--- config.mk ---
export PLATFORM = sky130hd
export DESIGN_NAME = xbus_spy
export DESIGN_NICKNAME = d
export VERILOG_FILES = /design/src/xbus_pkg.sv /design/src/xbus_spy.sv
export VERILOG_INCLUDE_DIRS = /design/src
export SDC_FILE = /design/constraint.sdc
export NUM_CORES = 1
export LEC_CHECK = 0
export ABC_CLOCK_PERIOD_IN_PS = 3300
export BUFFER_PORTS_ARGS = -buffer_cell sky130_fd_sc_hd__buf_4
export CAP_MARGIN = 20
export CORE_UTILIZATION = 39
export CTS_CLUSTER_DIAMETER = 100
export DETAILED_ROUTE_END_ITERATION = 8
export PLACE_DENSITY = 0.84
export SKIP_LAST_GASP = 1
export SLEW_MARGIN = 30
export SYNTH_ARGS = -nofsm -noshare
export SYNTH_HDL_FRONTEND = slang
export SYNTH_SLANG_ARGS = --single-unit
--- constraint.sdc ---
create_clock -name clk -period 3.3 [get_ports clk]
set_input_delay 0.66 -clock clk [delete_from_list [all_inputs] [get_ports clk]]
set_output_delay 0.66 -clock clk [all_outputs]
set_load 0.005 [all_outputs]
--- src/xbus_defines.svh ---
// System bus address map and timing
`ifndef XBUS_DEFINES_SVH
`define XBUS_DEFINES_SVH

// The spy port lives in a 64-word block at this octal base.
`define XBUS_SPY_BASE 22'o17766000

// Low address bits ignored by the spy decode, which sets the block size.
`define XBUS_SPY_BLOCK_BITS 6

// Word memory depth, mapped from address zero upward.
`define XBUS_RAM_WORDS 256

// Cycles from req to the nonexistent-memory ack when no slave decodes.
`define XBUS_NXM_CYCLES 8

`endif

--- src/xbus_pkg.sv ---
// System bus types
package xbus_pkg;

   // word address on the bus.
   typedef logic [21:0] xbus_addr_t;

   // bus data word.
   typedef logic [31:0] xbus_data_t;

   // data held in one spy register.
   typedef logic [15:0] spy_data_t;

   // spy register number, taken from the low address bits.
   typedef logic [3:0] spy_sel_t;

   // control FSM states.
   // ST_BUSY waits for a decode, ST_NXM holds the timeout ack and
   // ST_DONE waits for the host to drop req after a slave answered.
   typedef enum logic [1:0]
   {
      ST_IDLE = 2'd0,
      ST_BUSY = 2'd1,
      ST_NXM  = 2'd2,
      ST_DONE = 2'd3
   } ctrl_state_t;

endpackage

--- src/xbus_spy.sv ---
// Spy port bus slave
`timescale 1ns/1ns
`include "xbus_defines.svh"

module xbus_spy
(
   input  logic                 clk,
   input  logic                 reset,
   input  xbus_pkg::xbus_addr_t addr,
   input  xbus_pkg::xbus_data_t datain,
   input  logic                 req,
   input  logic                 write,
   output xbus_pkg::xbus_data_t dataout,
   output logic                 ack,
   output logic                 decode,
   input  xbus_pkg::spy_data_t  spy_rdata,
   output xbus_pkg::spy_data_t  spy_wdata,
   output xbus_pkg::spy_sel_t   spy_sel,
   output logic                 spy_wr,
   output logic                 spy_rd
);

   localparam int addr_msb = $bits(xbus_pkg::xbus_addr_t) - 1;
   localparam xbus_pkg::xbus_addr_t spy_base = `XBUS_SPY_BASE;

   logic [2:0] ack_delay;
   logic [1:0] strobe;
   logic       first_cycle;
   logic       read_capture;

   assign decode = req &&
      (addr[addr_msb:`XBUS_SPY_BLOCK_BITS] == spy_base[addr_msb:`XBUS_SPY_BLOCK_BITS]);

   // the first decoded cycle is the one where the delay line is still empty.
   assign first_cycle = decode && !ack_delay[0];

   assign ack     = ack_delay[2];
   assign spy_sel = addr[$bits(xbus_pkg::spy_sel_t)-1:0];

   // ack is decode three cycles late and drains the same way after req drops.
   // strobe carries a single pulse one and two cycles after the request starts.
   always_ff @(posedge clk)
   begin
      if (reset)
      begin
         ack_delay <= '0;
         strobe    <= '0;
      end
      else
      begin
         ack_delay <= {ack_delay[1:0], decode};
         strobe    <= {strobe[0], first_cycle};
      end
   end

   assign spy_rd       = strobe[0] && !write;
   assign spy_wr       = strobe[0] && write;
   assign read_capture = strobe[1] && !write;

   // the register bank has its read data ready one cycle after spy_rd.
   always_ff @(posedge clk)
   begin
      if (reset)
         dataout <= '0;
      else if (read_capture)
         dataout <= xbus_pkg::xbus_data_t'(spy_rdata);
   end

   always_ff @(posedge clk)
   begin
      if (first_cycle && write)
         spy_wdata <= datain[$bits(xbus_pkg::spy_data_t)-1:0];
   end

endmodule

==> flow_results.org <==
** Drt
- Vias/cell :: 4.31
- First-pass iteration count of the detailed router :: 4
- In the detailed route, the total length drawn on met3 is 315 µm.
- Drt drc :: 0
- Summing over every cut layer, the via total after detailed routing is 1,125.
- The highest metal layer carrying signal wires in the routed design is met4.
- Overall routed net length :: 3.04 mm
- Wl on met1 :: 1.11 mm
- Detailed-route wire length per cell :: 11.6 µm
- Once detail routing completed, the nets flagged for antenna violations numbered 0.
- Starting DRT DRC Count :: 29
- In the detailed route, the total length drawn on met2 is 1.55 mm.

** Setup path
- Count of buffering cells on the critical path with inverters included :: 2
- Critical Path, Cell by Cell :: buf_4 -> nand4b_1 -> or4_4 -> nor2_1 -> buf_4
- Data on the critical path is required at its endpoint by 2.64 ns.
- Among all stages on the critical path, the largest delay is contributed by sky130_fd_sc_hd__or4_4.
- The worst setup path is of the input pin to primary output kind.
- At the worst endpoint, the arrival time is 1.70 ns.
- The worst setup path is captured at a primary output.
- Broken down by cell family, the worst path's largest delay share belongs to simple AND/OR/NAND/NOR gates.
- For this run, the slowest stage of the critical path takes 0.54 ns.
- Crit Path Max Fanout :: 4
- Nature of the critical path startpoint :: input pin
- Critical Path Most Common Cell :: sky130_fd_sc_hd__buf_4

** Pwr
- Summed over all cells, the static leakage comes to 0.899 nW.
- Power Total :: 752 µW
- VDD sags by at most 0.202 mV.
- In this run the power density over the cells is 363 nW/µm².

** Placed design
- At the placement stage, the worst setup path has a slack of 0.936 ns.
- Buffers added on ports :: 87
- Area after detailed placement :: 2020 µm²
- After legalization and detailed placement, the total HPWL measured 2.37 mm.
- Dpl cells :: 253
- Final weighted congestion in routability-driven placement :: 0.716

** Clocking
- TritonCTS built the clock tree.
- Clock latency reported for the late side of the worst-skew pair :: 0.33 ns
- Number of buffers inserted during clock tree synthesis :: 5
- PostCTS Resize Cnt :: 0
- Number of buffers between clock root and the deepest sink :: 2
- In this run, post-CTS hold repair placed 0 buffers.
- Counting every sink on the clock net gives 37.
- Setup repair bufs after CTS :: 0
- The H-tree generated during clock tree synthesis spans 2 levels.
- Clock-pin transition on the worst setup and hold timing paths :: 0.10 ns
- The cell sitting at the root of the clock tree is a sky130_fd_sc_hd__clkbuf_4.

** Layout
- After filler insertion, the fill cell instance count of the layout stands at 311.
- Once layout is complete, the cells apart from fillers number 261.
- The finished cells cover 2070 µm².
- Measured on the finished design, the core utilization comes to 0.607.
- From synthesis to final layout, the design area changed by 46.5%.
- Share of final-layout standard cells stronger than drive strength 1 :: 0.460
- Multi-input gate area in the final layout :: 397 µm²
- In the final layout, flip-flops and latches occupy 901 µm².
- The repair_antennas step left the layout with diodes totalling 0.
- The net count of the finished layout is 288.

** Timing
- Hold Violations, Final :: 0
- Clock skew on the completed layout was measured at 0.00361 ns.
- The final number of max-transition violations was 0.
- Final Hold Slack :: 0.444 ns
- For the pin with the worst max-slew slack, the measured transition is 0.598 ns.
- The smallest clock period supported by the final layout is computed as 2.36 ns.
- F_max :: 424 MHz
- Total Neg Setup Slack :: 0 ns
- Setup repair after global routing left no endpoint under its margin.
- Setup violations remaining at the end of the flow were counted as 0.
- The worst pin sits at a relative slew slack of 0.601.
- The worst path meets setup with 0.942 ns of slack.
- In the finished design, the share of the clock period the worst path needs comes to 0.715.

** Global route
- For this run, the total global-route usage over all layers was measured as 0.177.
- Global routing finished with a remaining overflow of 0.
- Entering global routing, the biggest net connects 22 pins.
- Wire length of the first global-routing pass :: 5.20 mm
- The via count of the first global-routing pass came to 1,087.
- Number of antenna violations at the first check in global routing :: 0

** Synth
- Synth unique cells :: 20
- Cell Area, Synth :: 1420 µm²
- Yosys printed 0 warnings.
- Sorting the synthesized cells by area gives the leading types as sky130_fd_sc_hd__edfxtp_1 (34%), sky130_fd_sc_hd__dfxtp_1 (30%), sky130_fd_sc_hd__buf_4 (11%).
- Synthesis handed over a netlist of 129 instances.
- Number of flip-flops and latches in the synthesized netlist :: 37
- Cell type with the largest total area after synthesis :: sky130_fd_sc_hd__edfxtp_1
- Register area share after synthesis :: 0.636
- Portion of synthesized cell area occupied by the leading cell type :: 0.339
- Mean post-synth cell area :: 11.0 µm²

** Floorplanning
- IO Pins :: 130
- Floorplan Core Area :: 3420 µm²
- The floorplan step defined a die boundary enclosing 3880 µm².
- The floorplan step set the die height to 62.3 µm.
- Initial Utilization :: 0.415
- Number of placement rows :: 21
- From left edge to right edge, the die measures 62.3 µm.

** Run status
- Run status :: complete, no violations

** Run
- Number of violations of the max-capacitance limit :: 0

** Min path
- In this run the worst hold path is classified as register to register.
==> synthesized netlist by cell type <==
cell,count
sky130_fd_sc_hd__nor2_1,1
sky130_fd_sc_hd__nand2b_1,1
sky130_fd_sc_hd__or4_4,1
sky130_fd_sc_hd__nand4b_1,1
sky130_fd_sc_hd__nand3b_1,1
sky130_fd_sc_hd__nor4_2,1
sky130_fd_sc_hd__buf_2,2
sky130_fd_sc_hd__edfxtp_1,16
sky130_fd_sc_hd__buf_4,20
sky130_fd_sc_hd__dfxtp_1,21
sky130_fd_sc_hd__or4b_1,1
sky130_fd_sc_hd__nor3_1,1
sky130_fd_sc_hd__nand4_1,1
sky130_fd_sc_hd__and2_1,1
sky130_fd_sc_hd__clkbuf_1,4
sky130_fd_sc_hd__nor2b_1,5
sky130_fd_sc_hd__nor4b_4,1
sky130_fd_sc_hd__a21oi_1,16
sky130_fd_sc_hd__conb_1,1
sky130_fd_sc_hd__nand2_1,33
==> final timing paths <==
kind / slack [ns] / endpoint / cells after the start / startpoint
worst max-delay path: 0.94 / decode / 5 / addr[7]
worst min-delay path: 0.44 / ack_delay[2] / 1 / ack_delay[1]
worst max register to register: 2.09 / spy_wdata[8] / 2 / ack_delay[0]
worst min register to register: 0.44 / ack_delay[2] / 1 / ack_delay[1]
==> worst reg2reg max path, stage by stage (launching register included) <==
cell                      delay, ns
sky130_fd_sc_hd__dfxtp_1       0.36
sky130_fd_sc_hd__nor4b_4       0.28
sky130_fd_sc_hd__buf_4         0.27
==> kinds of logic after synthesis <==
group | synth area share
other | 0.00265
flip-flops | 0.636
buffers and inverters | 0.124
AND/OR/NAND/NOR | 0.181
AO/OA/AOI/OAI | 0.0565
==> routing by layer <==
metal	up-vias	track usage
li1	565	-
met5	-	0
met1	481	0.190
met4	0	0.0785
met3	10	0.0680
met2	69	0.308
==> sequential cells by signal, indices dropped and copies added (netlist names) <==
| signal | count |
|---|---|
| spy_wdata | 16 |
| dataout | 16 |
| ack_delay | 3 |
| strobe | 2 |
==> power by group <==
part	switching [mW]	internal, mW
registers	0.000000722	0.476
logic	0.0174	0.0394
clock network	0.138	0.0811
==> layout make-up <==
type                            instances  area share
Clock buffer                            6      0.0199
Clock inverter                          2     0.00483
Timing Repair Buffer                   89       0.322
Tap cell                               46      0.0277
Multi-Input combinational cell         81       0.191
Sequential cell                        37       0.434
==> layout by cell type (no fill, tap or decap) <==
cell type                  count
sky130_fd_sc_hd__buf_4        89
sky130_fd_sc_hd__nand2_1      33
sky130_fd_sc_hd__dfxtp_1      21
sky130_fd_sc_hd__a21oi_1      16
sky130_fd_sc_hd__conb_1       16
sky130_fd_sc_hd__edfxtp_1     16
sky130_fd_sc_hd__nor2b_1       5
sky130_fd_sc_hd__clkbuf_4      5
sky130_fd_sc_hd__clkinv_2      2
sky130_fd_sc_hd__nand4b_1      1
sky130_fd_sc_hd__nand3b_1      1
sky130_fd_sc_hd__or4_4         1
sky130_fd_sc_hd__nand4_1       1
sky130_fd_sc_hd__or4b_1        1
sky130_fd_sc_hd__nor2_1        1
sky130_fd_sc_hd__nor4b_4       1
sky130_fd_sc_hd__and2_1        1
sky130_fd_sc_hd__nand2b_1      1
sky130_fd_sc_hd__nor3_1        1
sky130_fd_sc_hd__nor4_2        1
sky130_fd_sc_hd__clkbuf_1      1
(Power assumes the default switching activity.)
