File: src/xbus_defines.svh
// System bus address map and timing
`ifndef XBUS_DEFINES_SVH
`define XBUS_DEFINES_SVH

// The spy port lives in a 64-word block at this octal base.
`define XBUS_SPY_BASE 22'o17766000

// Low address bits ignored by the spy decode, which sets the block size.
`define XBUS_SPY_BLOCK_BITS 6

// Word memory depth, mapped from address zero upward.
`define XBUS_RAM_WORDS 256

// Cycles from req to the nonexistent-memory ack when no slave decodes.
`define XBUS_NXM_CYCLES 8

`endif

File: src/xbus_pkg.sv
// System bus types
package xbus_pkg;

   // word address on the bus.
   typedef logic [21:0] xbus_addr_t;

   // bus data word.
   typedef logic [31:0] xbus_data_t;

   // data held in one spy register.
   typedef logic [15:0] spy_data_t;

   // spy register number, taken from the low address bits.
   typedef logic [3:0] spy_sel_t;

   // control FSM states.
   // ST_BUSY waits for a decode, ST_NXM holds the timeout ack and
   // ST_DONE waits for the host to drop req after a slave answered.
   typedef enum logic [1:0]
   {
      ST_IDLE = 2'd0,
      ST_BUSY = 2'd1,
      ST_NXM  = 2'd2,
      ST_DONE = 2'd3
   } ctrl_state_t;

endpackage

File: src/xbus_ctrl.sv
// System bus control
`timescale 1ns/1ns
`include "xbus_defines.svh"

module xbus_ctrl
(
   input  logic                 clk,
   input  logic                 reset,
   input  logic                 req,
   input  logic                 spy_decode,
   input  logic                 ram_decode,
   input  logic                 spy_ack,
   input  logic                 ram_ack,
   input  xbus_pkg::xbus_data_t spy_rdata,
   input  xbus_pkg::xbus_data_t ram_rdata,
   output logic                 ack,
   output logic                 nxm,
   output xbus_pkg::xbus_data_t dataout
);

   localparam int cnt_bits = $clog2(`XBUS_NXM_CYCLES + 1);
   localparam logic [cnt_bits-1:0] last_wait = cnt_bits'(`XBUS_NXM_CYCLES - 1);

   xbus_pkg::ctrl_state_t state;
   xbus_pkg::ctrl_state_t state_next;
   logic [cnt_bits-1:0]   wait_cnt;
   logic                  hit;

   // some slave claims the current address.
   assign hit = spy_decode | ram_decode;

   always_comb
   begin
      state_next = state;
      case (state)
         xbus_pkg::ST_IDLE:
         begin
            if (req)
               state_next = xbus_pkg::ST_BUSY;
         end
         xbus_pkg::ST_BUSY:
         begin
            if (!req)
               state_next = xbus_pkg::ST_IDLE;
            else if (hit)
               state_next = xbus_pkg::ST_DONE;
            else if (wait_cnt == last_wait)
               state_next = xbus_pkg::ST_NXM;
         end
         xbus_pkg::ST_NXM,
         xbus_pkg::ST_DONE:
         begin
            if (!req)
               state_next = xbus_pkg::ST_IDLE;
         end
         default:
         begin
            state_next = xbus_pkg::ST_IDLE;
         end
      endcase
   end

   // the counter is preset to one while idle, so it holds the number of
   // cycles since req rose and the timeout lands on cycle XBUS_NXM_CYCLES.
   always_ff @(posedge clk)
   begin
      if (reset)
      begin
         state    <= xbus_pkg::ST_IDLE;
         wait_cnt <= '0;
      end
      else
      begin
         state <= state_next;
         if (state == xbus_pkg::ST_IDLE)
            wait_cnt <= cnt_bits'(1);
         else if (state == xbus_pkg::ST_BUSY)
            wait_cnt <= wait_cnt + 1'b1;
      end
   end

   // nxm follows req down in the same cycle the host releases it.
   assign nxm = (state == xbus_pkg::ST_NXM) && req;

   assign ack = spy_ack | ram_ack | nxm;

   // steer the decoding slave's data; an undecoded request reads zero.
   always_comb
   begin
      if (spy_decode)
         dataout = spy_rdata;
      else if (ram_decode)
         dataout = ram_rdata;
      else
         dataout = '0;
   end

endmodule

File: config.mk
export PLATFORM = sky130hd
export DESIGN_NAME = xbus_ctrl
export DESIGN_NICKNAME = d
export VERILOG_FILES = /design/src/xbus_pkg.sv /design/src/xbus_ctrl.sv
export VERILOG_INCLUDE_DIRS = /design/src
export SDC_FILE = /design/constraint.sdc
export NUM_CORES = 1
export LEC_CHECK = 0
export ABC_AREA = 1
export BUFFER_PORTS_ARGS = -buffer_cell sky130_fd_sc_hd__buf_2
export CORE_AREA = 3 3 53 55
export DETAILED_ROUTE_END_ITERATION = 7
export DIE_AREA = 0 0 56 58
export PLACE_DENSITY = 0.8
export SLEW_MARGIN = 0
export SYNTH_ARGS = -nofsm -noshare
export SYNTH_HDL_FRONTEND = slang
export SYNTH_SLANG_ARGS = --single-unit
File: constraint.sdc
create_clock -name clk -period 2.5 [get_ports clk]
set_input_delay 0.125 -clock clk [delete_from_list [all_inputs] [get_ports clk]]
set_output_delay 0.125 -clock clk [all_outputs]
set_load 0.005 [all_outputs]
==> results of run 1 <==
==> cells in the mapped netlist (all sizes together) <==
library cell | instances | area [um2]
nor2 | 9 | 36.29
dfxtp | 6 | 120.1
clkinv | 1 | 3.750
a21oi | 4 | 20.02
o21ai | 3 | 15.01
nand3 | 38 | 195.2
or3 | 1 | 6.260
nand2 | 71 | 266.5
inv | 8 | 30.03
a21boi | 1 | 7.510
buf | 11 | 55.05
nor3 | 2 | 15.01
ha | 1 | 12.51
==> registers in the layout, indices dropped and copies added, names as in the netlist <==
signal	count
state	2
wait_cnt	4
==> power groups by stage <==
stage	Sequential, mW	Combinational [mW]	Clock, mW
detailed placement	0.113	0.197	0
global route	0.113	0.223	0.102
CTS	0.111	0.197	0.0957
global placement	0.113	0.195	0
finish	0.111	0.196	0.0898
floorplan	0.111	0.0991	0
==> metal layers <==
layer  global-route usage  share of wire
met5                    0              0
met4              0.05424         0.0045
met3              0.03563           0.11
met2               0.3255           0.50
met1               0.1812           0.39
==> per-stage QoR <==
stage | instances | util | instance area (um2) | hold WS, ps
floorplan | 156 | - | 783.3 | 194.1
global placement | 279 | 0.5288 | 1286 | 297.6
detailed placement | 279 | 0.5288 | 1286 | 301.5
CTS | 282 | 0.5381 | 1309 | 38.17
global route | 282 | 0.5381 | 1309 | 56.79
finish | 282 | 0.5381 | 1309 | 43.32
==> cell families (layout without fill, tap and decap cells) <==
family	Yosys count	in the layout	synth area share
AO/OA/AOI/OAI	8	8	0.05431
adder cells (fa/ha/maj)	1	1	0.01597
buffers and inverters	20	116	0.1134
flip-flops	6	6	0.1534
AND/OR/NAND/NOR	121	121	0.6630
==> how the worst max path moves through the flow <==
stage	start	to	cells past startpoint
after detailed placement	spy_decode	dataout[10]	5
final	spy_decode	dataout[10]	5
after global routing	spy_decode	dataout[25]	5
after floorplan	wait_cnt[0]$_SDFFE_PP0P_	state[0]$_SDFFE_PP0P_	5
after global placement	spy_decode	dataout[10]	5
after CTS	spy_decode	dataout[10]	5
==> worst register-to-register path, delay by kind of cell (launching register included) <==
| family | cells | cell delay, ps |
|---|---|---|
| and+or+nand+nor | 3 | 270 |
| adders and majority gates | 1 | 230 |
| AOI/OAI and AO/OA | 1 | 130 |
| DFF | 1 | 330 |
==> area by class of cell <==
| class | instances | area (um2) | share of cell area |
|---|---|---|---|
| multi-input combinational | 130 | 574.3 | 0.4388 |
| timing repair buffer | 104 | 520.5 | 0.3977 |
| sequential | 6 | 120.1 | 0.09178 |
| tap | 30 | 37.54 | 0.02868 |
| inverter | 9 | 33.78 | 0.02581 |
| clock buffer | 3 | 22.52 | 0.01721 |
==> results.md, run 1 <==
| Stage | Quantity | Reported |
|:---|:---|:---|
| floorplanning | Total Die Area | 3248 um2 |
| critical path | Critical path's most frequent cell | sky130_fd_sc_hd__buf_2 |
| critical path | CP max stage delay | 450 ps |
| min path | Capture endpoint of the worst hold path | state[1]$_SDFFE_PP0P_ |
| route | Vias per cell | 4.564 |
| sta | Clock period minus worst slack | 1425 ps |
| route | Remaining number of nets flagged by the antenna check after routing | 0 |
| layout | Layout cell share with drive strength beyond 1 | 0.4405 |
| sta | Count of endpoints failing setup in the final report | 0 |
| clock network | Post-cts hold buffer count | 0 |
| power and ir drop | Comb power frac | 0.493 |
| floorplanning | I/O pins | 105 |
| power and ir drop | Peak supply drop | 0.0003724 V |
| global route | Global-route wire length before repair | 4.609 mm |
| critical path | Critical path arrival | 1300 ps |
| clock network | Number of buffers added for setup after CTS | 0 |
| clock network | Clock tree from TritonCTS | yes |
| power and ir drop | Cell leakage power | 0.8406 nW |
| placed design | GP Congestion | 0.8241 |
| critical path | Slowest CP cell | sky130_fd_sc_hd__buf_2 |
| power and ir drop | Psw | 0.1430 mW |
| min path | Hold path start | reset |
| synth | Synth warnings | 0 |
| critical path | Element type at the critical path end | output pin |
| floorplanning | Initial Util | 0.3220 |
| synth | Number of flip-flops and latches in the synthesized netlist | 6 |
| sta | Period utilization | 0.5698 |
| sta | Normalized max-slew margin | 0.6168 |
| clock network | H-Tree Depth | 1 |
| clock network | Deepest clock path buffer count | 2 |
| power and ir drop | Portion of total power attributed to sequential cells | 0.280 |
| clock network | Cells resized by post-CTS repair | 0 |
| critical path | Critical path required time | 2380 ps |
| global route | Remaining global-route overflow | 0 |
| sta | Setup repair after global routing missed its margin | false |
| clock network | Reg clk slew, reported paths | 50 ps |
| power and ir drop | Internal cell power | 0.2539 mW |
| route | Detailed router's first-iteration violation count | 109 |
| layout | Fill cell instance count of the final layout | 282 |
| route | First-pass iteration count of the detailed router | 4 |
| critical path | Reg2reg path depth | 5 |
| critical path | Crit path max fanout | 34 |
| placed design | Post-placement worst setup slack | 1069 ps |
| floorplanning | Total number of placement rows | 18 |
| sta | Setup ws final | 1075 ps |
| synth | Syn Area/Cell | 5.021 um2 |
| route | Routed wire length per instance | 10.35 um |
| critical path | Number of buffer and inverter stages on the critical path | 3 |
| floorplanning | X dimension of the die | 56 um |
| clock network | Total CTS buffers | 3 |
| clock network | Clock root buffer | sky130_fd_sc_hd__clkbuf_4 |
| layout | Number of inserted diodes | 0 |
| critical path | Worst reg2reg path endpoint | state[0]$_SDFFE_PP0P_ |
| min path | Hold Crit Depth | 2 |
| synth | Synthesized netlist net count | 228 |
| critical path | Register-to-Register Setup Slack | 1440 ps |
| synth | Count of cell types in the netlist | 17 |
| sta | Setup_tns | 0 ps |
| sta | Achievable clock frequency | 702.0 MHz |
| critical path | Critical-path cell list | buf_2 > inv_2 > nand3_1 > nand2_1 > buf_2 |
| sta | Clock skew after layout | 4.301 ps |
| layout | Area overhead of the layout relative to synthesis | 67.09% |
| power and ir drop | Final total power | 0.3969 mW |
| critical path | Worst Setup Path Type | in -> out |
| outcome | Result of the run | completed |
| power and ir drop | Total power per unit cell area | 303.3 nW/um2 |
| floorplanning | Height of the die | 58 um |
| global route | Total track usage | 0.1683 |
| route | DRC Markers | 0 |
| critical path | CP Launch Type | input port |
| synth | Summed instance area of the synthesized netlist | 783.3 um2 |
| power and ir drop | Switching power as a share of total power | 0.3603 |
| synth | Post-Synthesis Cells | 156 |
| critical path | R2r startpoint | wait_cnt[0]$_SDFFE_PP0P_ |
| floorplanning | Floorplan core area | 2432 um2 |
| critical path | Delay-heaviest family, CP | buffers and inverters |
| sta | Number of hold violations in the final report | 0 |
| layout | Most common cell after layout, fill and taps aside | sky130_fd_sc_hd__buf_2 |
| placed design | HPWL after DPL | 2.307 mm |
| global route | Vias in the first global route | 1157 |
| route | Number of vias after detailed routing | 1287 |
| route | Routed wire length | 2.918 mm |
| clock network | Clock Sinks | 6 |
| sta | Slew of the pin with the lowest slew margin | 574.8 ps |
| power and ir drop | Share of total power in the clock network | 0.226 |
| layout | Commonest cells after routing, fill and taps aside | sky130_fd_sc_hd__buf_2, sky130_fd_sc_hd__nand2_1, sky130_fd_sc_hd__nand3_1, sky130_fd_sc_hd__nor2_1, sky130_fd_sc_hd__inv_1 |
| flow run | Max Cap Violations | 0 |
| placed design | Count of buffers inserted at the top-level ports | 104 |
| min path | Worst hold path type | in -> reg |
| sta | Number of pins with negative max-slew slack in the final report | 0 |
| layout | Total Nets Final | 326 |
| global route | Number of antenna violations at the first check in global routing | 0 |
| synth | Sequential-to-total area share from yosys stat | 0.1534 |
| clock network | Worst skew pair latency | 240 ps |
| global route | Maximum number of pins on one net before global-route repair | 35 |
(Power assumes the default switching activity.)
==> inputs of run 2 (changes only) <==
Settings changed: ABC_AREA 1 to 0, CORE_AREA 3 3 53 55 to 3 3 55 57, DIE_AREA 0 0 56 58 to 0 0 58 60, PLACE_DENSITY 0.8 to 0.71.
Clock period 2.5 ns to 1.2 ns, I/O delays scaled along.
==> run 2 against run 1 <==
Design area down 6.2%. Highest routed layer unchanged. Critical path type is now reg -> out. The run now ends with negative setup slack left. Die area is 7.1% higher. Clock-buffer cell count unchanged. Wire length rose by 5.8%. Hold slack about the same. Register-to-register slack worse by 1300 ps. Core utilization shrank 5.1 points.
==> results.md, run 2 <==
| Stage | Quantity | Reported |
|:---|:---|:---|
| clock network | Reg clk slew, reported paths | 50 ps |
| floorplanning | Initial Util | 0.2426 |
| clock network | Worst skew pair latency | 250 ps |
| layout | Area overhead of the layout relative to synthesis | 100.6% |
| sta | Count of endpoints failing setup in the final report | 1 |
| clock network | Clock tree from TritonCTS | yes |
| critical path | Critical-path cell list | and3_4 > or3_1 > buf_2 |
| layout | Biggest registers after layout | wait_cnt: 4 flops, state: 2 flops |
| sta | Number of hold violations in the final report | 0 |
| synth | Syn Area/Cell | 7.946 um2 |
| synth | Synth async-reset ratio | 0 |
| floorplanning | I/O pins | 105 |
| layout | Total Nets Final | 257 |
| layout | Most common cell after layout, fill and taps aside | sky130_fd_sc_hd__buf_2 |
| route | Detailed router's first-iteration violation count | 27 |
| min path | Worst hold path type | in -> reg |
| power and ir drop | Share of total power in the clock network | 0.244 |
| power and ir drop | Peak supply drop | 0.0004434 V |
| route | Routed wire length per instance | 14.50 um |
| critical path | CP max stage delay | 330 ps |
| placed design | Count of buffers inserted at the top-level ports | 104 |
| clock network | Clock root buffer | sky130_fd_sc_hd__clkbuf_4 |
| flow run | Max Cap Violations | 0 |
| layout | Number of inserted diodes | 0 |
| floorplanning | Total Die Area | 3480 um2 |
| critical path | Worst Setup Path Type | reg -> out |
| global route | Total track usage | 0.1524 |
| layout | Fill cell instance count of the final layout | 272 |
| power and ir drop | Cell leakage power | 0.7037 nW |
| synth | Top-area cell type share of the netlist area | 0.4438 |
| power and ir drop | Total power per unit cell area | 632.1 nW/um2 |
| clock network | H-Tree Depth | 1 |
| route | Vias per cell | 4.873 |
| outcome | Result of the run | finished with violations |
| synth | Synthesized netlist net count | 149 |
| route | Routed wire length | 3.088 mm |
| synth | Post-Synthesis Cells | 77 |
| clock network | Total CTS buffers | 3 |
| min path | Hold path start | reset |
| floorplanning | Total number of placement rows | 18 |
| floorplanning | X dimension of the die | 58 um |
| layout | Layout cell share with drive strength beyond 1 | 0.6503 |
| synth | Count of cell types in the netlist | 23 |
| sta | Achievable clock frequency | 811.5 MHz |
| critical path | Element type at the critical path end | output pin |
| synth | Top post-synthesis cells by count | sky130_fd_sc_hd__a22o_1, sky130_fd_sc_hd__buf_2, sky130_fd_sc_hd__dfxtp_1 |
| synth | Number of flip-flops and latches in the synthesized netlist | 6 |
| power and ir drop | Comb power frac | 0.480 |
| synth | Number of enable-type register cells in the synthesized netlist | 0 |
| power and ir drop | Internal cell power | 0.5410 mW |
| sta | Clock skew after layout | 5.246 ps |
| sta | Worst hold-check slack | 43.57 ps |
| layout | Max reg flops | 4 |
| layout | Commonest cells after routing, fill and taps aside | sky130_fd_sc_hd__buf_2, sky130_fd_sc_hd__a22o_1, sky130_fd_sc_hd__buf_4, sky130_fd_sc_hd__nand2_1, sky130_fd_sc_hd__dfxtp_1 |
| synth | Synth warnings | 0 |
| sta | Slew of the pin with the lowest slew margin | 601.4 ps |
| layout | Register Area | 121.4 um2 |
| sta | Setup ws final | -32.26 ps |
| critical path | Critical path arrival | 1170 ps |
| synth | Most frequent cell after synthesis | sky130_fd_sc_hd__a22o_1 |
| sta | Period utilization | 1.027 |
| sta | Normalized max-slew margin | 0.5973 |
| floorplanning | Floorplan core area | 2522 um2 |
| power and ir drop | Portion of total power attributed to sequential cells | 0.276 |
| route | First-pass iteration count of the detailed router | 4 |
| layout | Area used by multi-input combinational logic | 476.7 um2 |
| synth | Summed instance area of the synthesized netlist | 611.8 um2 |
| critical path | Slowest CP cell | sky130_fd_sc_hd__dfxtp_1 |
| critical path | Crit path max fanout | 3 |
| power and ir drop | Switching power as a share of total power | 0.3027 |
| critical path | Startpoint of the most critical setup path | state[1]$_SDFFE_PP0P_ |
| critical path | CP Launch Type | register |
| critical path | R2r startpoint | state[0]$_SDFFE_PP0P_ |
| synth | Sequential-to-total area share from yosys stat | 0.1963 |
| clock network | Deepest clock path buffer count | 2 |
| clock network | Clock Sinks | 6 |
| synth | Post-synth top flop | sky130_fd_sc_hd__dfxtp_1 |
| sta | Clock period minus worst slack | 1232 ps |
| global route | Remaining global-route overflow | 0 |
| layout | Top register by number of flip-flops | wait_cnt |
| sta | Setup repair after global routing missed its margin | true |
| synth | Top cell type by total area after synthesis | sky130_fd_sc_hd__a22o_1 |
| power and ir drop | Final total power | 0.7759 mW |
| route | DRC Markers | 0 |
| outcome | Violations in the final reports | negative setup slack |
| clock network | Post-cts hold buffer count | 0 |
| global route | Maximum number of pins on one net before global-route repair | 36 |
| floorplanning | Height of the die | 60 um |
| synth | Largest cells by area after synthesis | sky130_fd_sc_hd__a22o_1, sky130_fd_sc_hd__dfxtp_1, sky130_fd_sc_hd__buf_2, sky130_fd_sc_hd__nand2_1, sky130_fd_sc_hd__a21oi_1 |
| global route | Vias in the first global route | 953 |
| route | Remaining number of nets flagged by the antenna check after routing | 0 |
| sta | Number of pins with negative max-slew slack in the final report | 0 |
| global route | Number of antenna violations at the first check in global routing | 0 |
| power and ir drop | Psw | 0.2349 mW |
| critical path | Critical path required time | 1140 ps |
| placed design | GP Congestion | 0.7465 |
| global route | Global-route wire length before repair | 4.105 mm |
| placed design | HPWL after DPL | 2.423 mm |
| route | Number of vias after detailed routing | 1038 |
## run 2: layer usage
metal  track usage  wire, um
met5             0         0
met4       0.04967        26
met3       0.03888       228
met2        0.2629      1638
met1        0.1843      1194
## run 2: worst paths after layout
kind                                   end  slack, ps  cells after the start
hold reg to reg      state[0]$_SDFFE_PP0P_        480                      2
hold / removal    wait_cnt[3]$_SDFFE_PP0N_         40                      2
setup / recovery                       ack        -30                      3
setup reg to reg  wait_cnt[3]$_SDFFE_PP0N_        120                      5
## run 2: cell families (layout without fill, tap and decap cells)
kind of cell / count (synthesis) / count (layout) / share of synthesized area
DFF: 6 / 6 / 0.1963
and+or+nand+nor: 23 / 24 / 0.2066
adders and majority gates: 1 / 1 / 0.02045
buffers and inverters: 9 / 114 / 0.06749
AOI/OAI and AO/OA: 38 / 38 / 0.5092
## run 2: final cells by class
type	instances	share of cell area
Timing Repair Buffer	110	0.4608
Multi-Input combinational cell	63	0.3884
Sequential cell	6	0.09888
Tap cell	30	0.03058
Clock buffer	3	0.01835
Inverter	1	0.003058
## run 2: power groups by stage
stage | Combinational (mW) | Sequential [mW] | Clock (mW)
2_1_floorplan | 0.146 | 0.217 | 0
3_3_place_gp | 0.357 | 0.217 | 0
3_5_place_dp | 0.356 | 0.217 | 0
4_1_cts | 0.363 | 0.214 | 0.196
5_1_grt | 0.410 | 0.215 | 0.213
6_report | 0.372 | 0.214 | 0.189
## run 2: through the flow
step / cells / setup WS (ps) / setup TNS (ps) / utilization / cell area, um2
CTS: 211 / -31.58 / -31.58 / 0.4772 / 1204
detailed placement: 207 / -262.2 / -7640 / 0.4608 / 1162
floorplan: 77 / 171.8 / 0 / - / 611.8
global placement: 207 / -287.1 / -8129 / 0.4608 / 1162
global route: 213 / -85.14 / -85.14 / 0.4866 / 1227
finish: 213 / -32.26 / -32.26 / 0.4866 / 1227
## run 2: critical path, delay by kind of cell (launching register included)
| kind | cells | cell delay, ps |
|---|---|---|
| buffers and inverters | 1 | 130 |
| DFF | 1 | 330 |
| and+or+nand+nor | 2 | 460 |
## run 2: repair_timing
item                       4_1_cts  5_1_grt
cloned                           0        1
resized for setup                4        1
pin swaps                        0        1
buffers inserted                 1        1
setup endpoints to repair       32        3
==> inputs of run 3 (changes only) <==
Settings changed: HOLD_SLACK_MARGIN set to 0.05.
==> run 3 against run 2 <==
The flow still finishes with violations (negative setup slack). Die area is the same. Setup slack about the same. Core utilization increased by 0.40 points. Sequential cell count unchanged. Largest cell class unchanged. Design area is 0.82% higher. Hold slack better by 66 ps. Maximum frequency hardly changed. Global-route usage barely moved.
==> results.md, run 3 (synthesis gave the netlist of run 2 again) <==
| Stage | Quantity | Reported |
|:---|:---|:---|
| outcome | Result of the run | finished with violations |
| outcome | Violations in the final reports | negative setup slack |
| route | DRC Markers | 0 |
| sta | Count of endpoints failing setup in the final report | 1 |
| layout | Area used by multi-input combinational logic | 476.7 um2 |
| sta | Slew of the pin with the lowest slew margin | 601.9 ps |
| layout | Layout Utilization | 0.4906 |
| sta | Clock skew after layout | 5.738 ps |
| sta | Achievable clock frequency | 811.5 MHz |
| sta | Setup ws final | -32.32 ps |
| layout | Most common cell after layout, fill and taps aside | sky130_fd_sc_hd__buf_2 |
| route | Remaining number of nets flagged by the antenna check after routing | 0 |
| critical path | Reg2reg path depth | 5 |
| critical path | Crit path max fanout | 3 |
| critical path | Critical path required time | 1140 ps |
| global route | Global-route wire length before repair | 4.119 mm |
| route | Detailed router's first-iteration violation count | 32 |
| critical path | Number of buffer and inverter stages on the critical path | 1 |
| floorplanning | Initial Util | 0.2426 |
| critical path | Critical-path cell list | and3_4 > or3_1 > buf_2 |
| critical path | Delay-heaviest family, CP | simple AND/OR/NAND/NOR gates |
| power and ir drop | Peak supply drop | 0.0004369 V |
| layout | Total Nets Final | 258 |
| clock network | Reg clk slew, reported paths | 50 ps |
| clock network | Clock Sinks | 6 |
| clock network | Deepest clock path buffer count | 2 |
| sta | Number of hold violations in the final report | 0 |
| global route | Met2 track demand over resource in global routing | 0.2645 |
| floorplanning | Height of the die | 60 um |
| route | First-pass iteration count of the detailed router | 4 |
| layout | Area overhead of the layout relative to synthesis | 102.2% |
| layout | Layout cell share with drive strength beyond 1 | 0.6467 |
| layout | Commonest cells after routing, fill and taps aside | sky130_fd_sc_hd__buf_2, sky130_fd_sc_hd__a22o_1, sky130_fd_sc_hd__buf_4, sky130_fd_sc_hd__nand2_1, sky130_fd_sc_hd__dfxtp_1 |
| clock network | H-Tree Depth | 1 |
| global route | Global-route layer with the greatest usage | met2 |
| layout | Fill cell instance count of the final layout | 268 |
| layout | Register Area | 121.4 um2 |
| floorplanning | Total number of placement rows | 18 |
| min path | Hold Crit Depth | 3 |
| route | Routed wire length | 3.096 mm |
| critical path | CP max stage delay | 330 ps |
| layout | Post-Layout Inst Area | 1237 um2 |
| floorplanning | X dimension of the die | 58 um |
| route | Vias per cell | 4.888 |
| placed design | Placed standard-cell area | 1162 um2 |
| layout | Max reg flops | 4 |
| global route | Total track usage | 0.1529 |
| sta | Number of pins with negative max-slew slack in the final report | 0 |
| global route | Met3 layer usage reported by global route | 0.03888 |
| global route | Remaining global-route overflow | 0 |
| min path | Worst hold path type | in -> reg |
| floorplanning | Total Die Area | 3480 um2 |
| critical path | Worst Setup Path Type | reg -> out |
| sta | Period utilization | 1.027 |
| critical path | CP Depth | 3 |
| critical path | Element type at the critical path end | output pin |
| layout | Number of inserted diodes | 0 |
| clock network | Total CTS buffers | 3 |
| floorplanning | I/O pins | 105 |
| global route | Vias in the first global route | 957 |
| placed design | Post-placement worst setup slack | -262.2 ps |
| placed design | GP Congestion | 0.7465 |
| sta | Setup repair after global routing missed its margin | true |
| power and ir drop | Cell leakage power | 0.7079 nW |
| critical path | Critical path arrival | 1170 ps |
| layout | Top register by number of flip-flops | wait_cnt |
| floorplanning | Floorplan core area | 2522 um2 |
| flow run | Max Cap Violations | 0 |
| global route | Number of antenna violations at the first check in global routing | 0 |
| global route | GR met1 Demand/Resource | 0.1843 |
| placed design | HPWL after DPL | 2.423 mm |
| power and ir drop | Total power per unit cell area | 629.3 nW/um2 |
| placed design | Count of buffers inserted at the top-level ports | 104 |
| clock network | Worst skew pair latency | 250 ps |
| layout | Biggest registers after layout | wait_cnt: 4 flops, state: 2 flops |
| critical path | Slowest CP cell | sky130_fd_sc_hd__dfxtp_1 |
| sta | Clock period minus worst slack | 1232 ps |
| global route | Maximum number of pins on one net before global-route repair | 36 |
| critical path | Register-to-Register Setup Slack | 120 ps |
| clock network | Clock tree from TritonCTS | yes |
| route | Number of vias after detailed routing | 1046 |
| route | Routed wire length per instance | 14.47 um |
| clock network | Clock root buffer | sky130_fd_sc_hd__clkbuf_4 |
| power and ir drop | Final total power | 0.7787 mW |
| critical path | CP Launch Type | register |
| sta | Normalized max-slew margin | 0.5969 |
## run 3: cell types whose count changed in the layout (fill, tap and decap cells not counted)
cell,previous run,this run
sky130_fd_sc_hd__dlygate4sd3_1,0,1
## run 3: path summary, 6_finish.rpt
path                                                  to                  start
worst max-delay path                                 ack  state[1]$_SDFFE_PP0P_
worst min register to register     state[0]$_SDFFE_PP0P_  state[0]$_SDFFE_PP0P_
worst min-delay path               state[0]$_SDFFE_PP0P_                    req
worst max register to register  wait_cnt[3]$_SDFFE_PP0N_  state[0]$_SDFFE_PP0P_
## run 3: area by class of cell
type / instances / share of cell area
Sequential cell: 6 / 0.09808
Multi-Input combinational cell: 63 / 0.3852
Tap cell: 30 / 0.03033
Inverter: 1 / 0.003033
Clock buffer: 3 / 0.01820
Timing Repair Buffer: 111 / 0.4651
## run 3: timing repair
| item | 4_1_cts | 5_1_grt |
|---|---|---|
| hold buffers | 1 | 0 |
| gates resized for setup | 4 | 1 |
| gates cloned | 0 | 1 |
| hold endpoints to repair | 4 | 0 |
| pin swaps | 0 | 1 |
| endpoints found under the setup margin | 32 | 3 |
| buffers inserted | 1 | 1 |
## run 3: worst register-to-register path, delay by kind of cell, from the launching register on
kind | cells | cell delay (ps)
and+or+nand+nor | 2 | 360
buffers and inverters | 2 | 210
AOI/OAI and AO/OA | 1 | 120
DFF | 1 | 330
## run 3: power breakdown
part,leakage [nW],switching (mW),internal [mW]
Clock,0.0138,0.0764,0.113
Sequential,0.0493,0.00626,0.208
Combinational,0.645,0.153,0.222
Total,0.708,0.236,0.543
## run 3: layer usage
metal / vias up / wire, um
met1: 457 / 1189
met5: - / 0
met3: 5 / 240
met2: 62 / 1639
met4: 0 / 26
li1: 522 / -
## run 3: through the flow
step | setup TNS (ps) | hold WS (ps) | cells
6_report | -32.32 | 110.0 | 214
5_1_grt | -85.14 | 121.1 | 214
4_1_cts | -31.58 | 91.28 | 212
3_5_place_dp | -7640 | 295.5 | 207
3_3_place_gp | -8129 | 291.0 | 207
2_1_floorplan | 0 | 129.1 | 77
